[src/verilog/vlane_pkg.sv]
`default_nettype none

package vlane_pkg;

    ////////////////////////////////////////
    // Sizes

    // One driver per write port
    localparam int W_PORTS_NUM = 4;

    // Two read ports per driver
    localparam int R_PORTS_NUM = 2 * W_PORTS_NUM;

    localparam int VLANE_NUM = 4;

    localparam int MEM_DEPTH = 512;     // Words per lane bank

    localparam int ADDR_W = $clog2(MEM_DEPTH);
    localparam int DRV_SEL_W = $clog2(W_PORTS_NUM);

    localparam int WORD_W = 32;
    localparam int BYTES_NUM = WORD_W / 8;

    ////////////////////////////////////////
    // Vector types

    typedef logic [ADDR_W - 1 : 0] vrf_addr_t;      // Bank word address

    typedef logic [WORD_W - 1 : 0] word_t;

    typedef logic [BYTES_NUM - 1 : 0] bwen_t;       // One bit per byte lane

    // Index of an instruction driver
    typedef logic [DRV_SEL_W - 1 : 0] drv_sel_t;

endpackage

`default_nettype wire

[src/verilog/read_port_allocator.sv]
`default_nettype none

module read_port_allocator
    import vlane_pkg::*;
(
    input wire logic clk_i,
    input wire logic rst_i,

    input wire logic [W_PORTS_NUM - 1 : 0] vrf_ren_i,
    input wire logic [W_PORTS_NUM - 1 : 0] vrf_op3_ren_i,

    output drv_sel_t [R_PORTS_NUM - 1 : 0] read_port_allocation_o,
    output logic [R_PORTS_NUM - 1 : 0] primary_read_data_o
);

    logic [W_PORTS_NUM - 1 : 0] op3_req;
    drv_sel_t [R_PORTS_NUM - 1 : 0] alloc_next;
    logic [R_PORTS_NUM - 1 : 0] primary_next;

    // Only active drivers may borrow a port
    assign op3_req = vrf_ren_i & vrf_op3_ren_i;

    ////////////////////////////////////////
    // Single ascending pass

    always_comb begin
        int cand_ptr;
        logic found;

        alloc_next = '0;
        primary_next = '1;
        cand_ptr = 0;
        found = 1'b0;

        for (int k = 0; k < W_PORTS_NUM; k++) begin
            if (!vrf_ren_i[k]) begin
                found = 1'b0;
                // Next unserved requester, if any is left
                for (int c = 0; c < W_PORTS_NUM; c++) begin
                    if (!found && c >= cand_ptr && op3_req[c]) begin
                        found = 1'b1;
                        alloc_next[2 * k] = drv_sel_t'(c);
                        primary_next[2 * k] = 1'b0;   // Even port turns secondary
                        cand_ptr = c + 1;
                    end
                end
            end
        end
    end

    // Same edge as the interconnect input register
    always_ff @(posedge clk_i) begin
        if (!rst_i) begin
            read_port_allocation_o <= '0;
            primary_read_data_o <= '1;
        end else begin
            read_port_allocation_o <= alloc_next;
            primary_read_data_o <= primary_next;
        end
    end

endmodule

`default_nettype wire

[config.mk]
export PLATFORM = sky130hd
export DESIGN_NAME = read_port_allocator
export DESIGN_NICKNAME = d
export VERILOG_FILES = /design/src/verilog/vlane_pkg.sv /design/src/verilog/read_port_allocator.sv
export SDC_FILE = /design/constraint.sdc
export NUM_CORES = 1
export LEC_CHECK = 0
export BUFFER_PORTS_ARGS = -buffer_cell sky130_fd_sc_hd__buf_4
export CORE_MARGIN = 4
export CORE_UTILIZATION = 45
export DETAILED_ROUTE_END_ITERATION = 6
export PLACE_DENSITY = 0.73
export SLEW_MARGIN = 20
export SYNTH_ARGS = -nofsm -noshare
export SYNTH_HDL_FRONTEND = slang
export SYNTH_SLANG_ARGS = --single-unit
[constraint.sdc]
create_clock -name clk_i -period 1.5 [get_ports clk_i]
set_clock_uncertainty 0.05 [all_clocks]
set_input_delay 0.225 -clock clk_i [delete_from_list [all_inputs] [get_ports clk_i]]
set_output_delay 0.225 -clock clk_i [all_outputs]
set_load 0.01 [all_outputs]
==> impl_metrics.json <==
{
  "outcome": "completed",
  "drive_above_1_share_pct": 30.39,
  "p_clk_share_pct": 34.8,
  "startpoint": "vrf_ren_i[0]",
  "root_buffer": "clkbuf_4",
  "clock_path_buffers": 2,
  "ys_ff_latch": 12,
  "multi_input_area_um2": 407.9,
  "firstDrtPassIters": 4,
  "dp_hpwl_um": 1096,
  "grt_usage_pct": 13.17,
  "setup_viol": 0,
  "core_um2": 1559,
  "gp_congestion": 0.8147,
  "crit_buf_inv": 1,
  "drc": 0,
  "critPathMaxStageDelay_ns": 0.35,
  "start_util_pct": 49.20,
  "period_share_pct": 69.30,
  "die_h_um": 49.29,
  "ir_worst_vdd_mv": 0.4817,
  "timing.final.hold_violations": 0,
  "dieArea_um2": 2429,
  "holdBufCountCts": 0,
  "syn_to_final_growth_pct": 12.40,
  "routed_wl_um": 1479,
  "ant_nets": 0,
  "yosysWarningCount": 0,
  "drv_slew": 0,
  "die_w_um": 49.29,
  "fillers": 151,
  "cts.sinks": 12,
  "hold_path_class": "primary input to register",
  "crit_fanout": 17,
  "numCtsBuffers": 3,
  "cap_violations": 0,
  "pwr-share-comb_pct": 20.6,
  "p_sw_w": 0.0002025,
  "clkTransAtPathRegs_ns": 0.08,
  "cts_max_level": 1,
  "vias": 626,
  "synth_cell_types": 31,
  "grt_pass1_wl_um": 2442,
  "first_global_vias": 576,
  "pwr_density_cell_nw_per_um2": 861.8,
  "sw_frac_of_total_pct": 27.26,
  "finalNetCount": 113,
  "drt-initial-drc-count": 22,
  "start_kind": "primary input",
  "post_cts_resized": 0,
  "whs_ns": 0.1457,
  "syn_area_um2": 767.0,
  "crit_path_end": "read_port_allocation_o[13]",
  "synth_cells": 87,
  "worst-path-stages": 5,
  "antenna_cells": 0,
  "worstPathCellList": "buf_4 > o22ai_1 > a221oi_2 > nor2_1 > nor3b_1",
  "endpoint_kind": "register",
  "slowest_stage": "a221oi_2",
  "seq_power_share_pct": 44.7,
  "arrival_ns": 1.19,
  "worstPathRequired_ns": 1.65,
  "fmax_mhz": 962.0,
  "rsz0062_at_grt": "false",
  "via_per_inst": 5.305,
  "total_power_w": 0.0007429,
  "grt_max_degree": 18,
  "crit_type": "primary input to register",
  "wl_per_cell_um": 12.53,
  "crit_family": "compound AO/OA/AOI/OAI gates",
  "fin_tns_setup_ns": 0,
  "io_pins": 34,
  "syn_avg_cell_area_um2": 8.816,
  "cts_setup_buffers": 0,
  "num_rows": 14,
  "grt.overflow.total": 0,
  "yosysSeqAreaShare_pct": 31.32,
  "p_leak_nw": 0.3571,
  "portBuffers": 21,
  "cts_tree": "yes",
  "antenna_found_initial": 0,
  "p_int_w": 0.0005404,
  "post-route-min-period_ns": 1.040,
  "seqCellArea_um2": 240.2
}
-- layer usage --
metal	track usage, %	wire length (µm)	up-vias	share of wire (%)
met4	12.32	63	0	4.3
met5	0	0	-	0
li1	-	-	310	-
met3	2.446	120	7	8.1
met2	21.21	710	26	48
met1	14.34	586	283	40
-- how the worst min path moves through the flow --
stage                 start                endpoint  slack, ns  cells past startpoint
3_5_place_dp   vrf_ren_i[3]  primary_read_data_o[6]       0.43                      3
2_1_floorplan  vrf_ren_i[3]  primary_read_data_o[6]       0.29                      2
5_1_grt        vrf_ren_i[3]  primary_read_data_o[6]       0.16                      3
6_report       vrf_ren_i[3]  primary_read_data_o[6]       0.15                      3
3_3_place_gp   vrf_ren_i[3]  primary_read_data_o[6]       0.43                      3
4_1_cts        vrf_ren_i[3]  primary_read_data_o[6]       0.13                      3
-- cells in the mapped netlist --
cell	n	area share (%)
or3_4	1	1.5
and2_1	2	1.6
o22ai_1	1	0.82
nor3_1	3	2.0
buf_4	15	15
nand2_1	5	2.4
a221oi_2	1	2.0
nand2b_1	4	3.3
a21oi_1	2	1.3
o221ai_2	1	2.0
o21ai_0	6	3.9
xnor2_1	1	1.1
conb_1	2	0.98
buf_6	3	4.4
buf_2	1	0.65
and2_4	1	1.1
and3_1	2	1.6
o2111ai_1	1	1.1
a2111oi_2	1	2.0
nor3b_1	3	2.9
a31oi_1	1	0.82
a211oi_1	2	2.0
maj3_1	3	3.9
clkbuf_2	1	0.65
o211ai_1	2	2.0
o21a_1	1	0.98
o31ai_2	1	1.6
dfxtp_1	12	31
nor2_1	4	2.0
o21bai_1	1	0.98
nor2b_1	3	2.4
-- stage by stage --
| step | utilization, % | area [µm²] | setup slack (ns) | instances |
|---|---|---|---|---|
| final | 55.30 | 862.1 | 0.4605 | 118 |
| after CTS | 55.30 | 862.1 | 0.4786 | 118 |
| after floorplan | - | 804.5 | 0.2991 | 97 |
| after detailed placement | 52.97 | 825.8 | 0.1942 | 114 |
| after global placement | 52.97 | 825.8 | 0.2147 | 114 |
| after global routing | 55.30 | 862.1 | 0.3845 | 118 |
-- final cells by class --
class	count	share of cell area, %
clock buffer	4	4.209
multi-input combinational	65	47.31
sequential	12	27.87
timing repair buffer	21	18.29
tap	16	2.322
-- registers in the layout, summed over array words and instances (netlist names) --
name	cells
primary_read_data_o	4
read_port_allocation_o	8
-- cell usage in the layout, fill, tap and decap left out, drive strengths merged --
master	instances
o2111ai	1
maj3	3
o221ai	1
dfxtp	12
o21bai	1
nor3	3
o211ai	2
o31ai	1
xnor2	1
o21ai	6
nand2	5
buf	21
nor2b	3
o22ai	1
nand2b	4
o21a	1
and2	3
a21oi	2
a211oi	2
a31oi	1
and3	2
a221oi	1
a2111oi	1
clkbuf	4
conb	12
or3	1
nor3b	3
nor2	4
-- power groups by stage --
| stage | Combinational (W) | Sequential [W] | Clock (W) |
|---|---|---|---|
| 4_1_cts | 0.000151 | 0.000332 | 0.000266 |
| 2_1_floorplan | 0.000130 | 0.000346 | 0 |
| 6_report | 0.000153 | 0.000332 | 0.000258 |
| 5_1_grt | 0.000167 | 0.000333 | 0.000282 |
| 3_5_place_dp | 0.000149 | 0.000339 | 0 |
| 3_3_place_gp | 0.000148 | 0.000339 | 0 |
-- cell families after synthesis --
family,Yosys count,synth area share (%)
flops,12,31.32
buf+inv,20,20.39
fa+ha+maj,3,3.915
simple gates,28,20.88
compound gates,21,21.37
other cells,2,0.9792
xor+xnor,1,1.142
(Power assumes the default switching activity.)
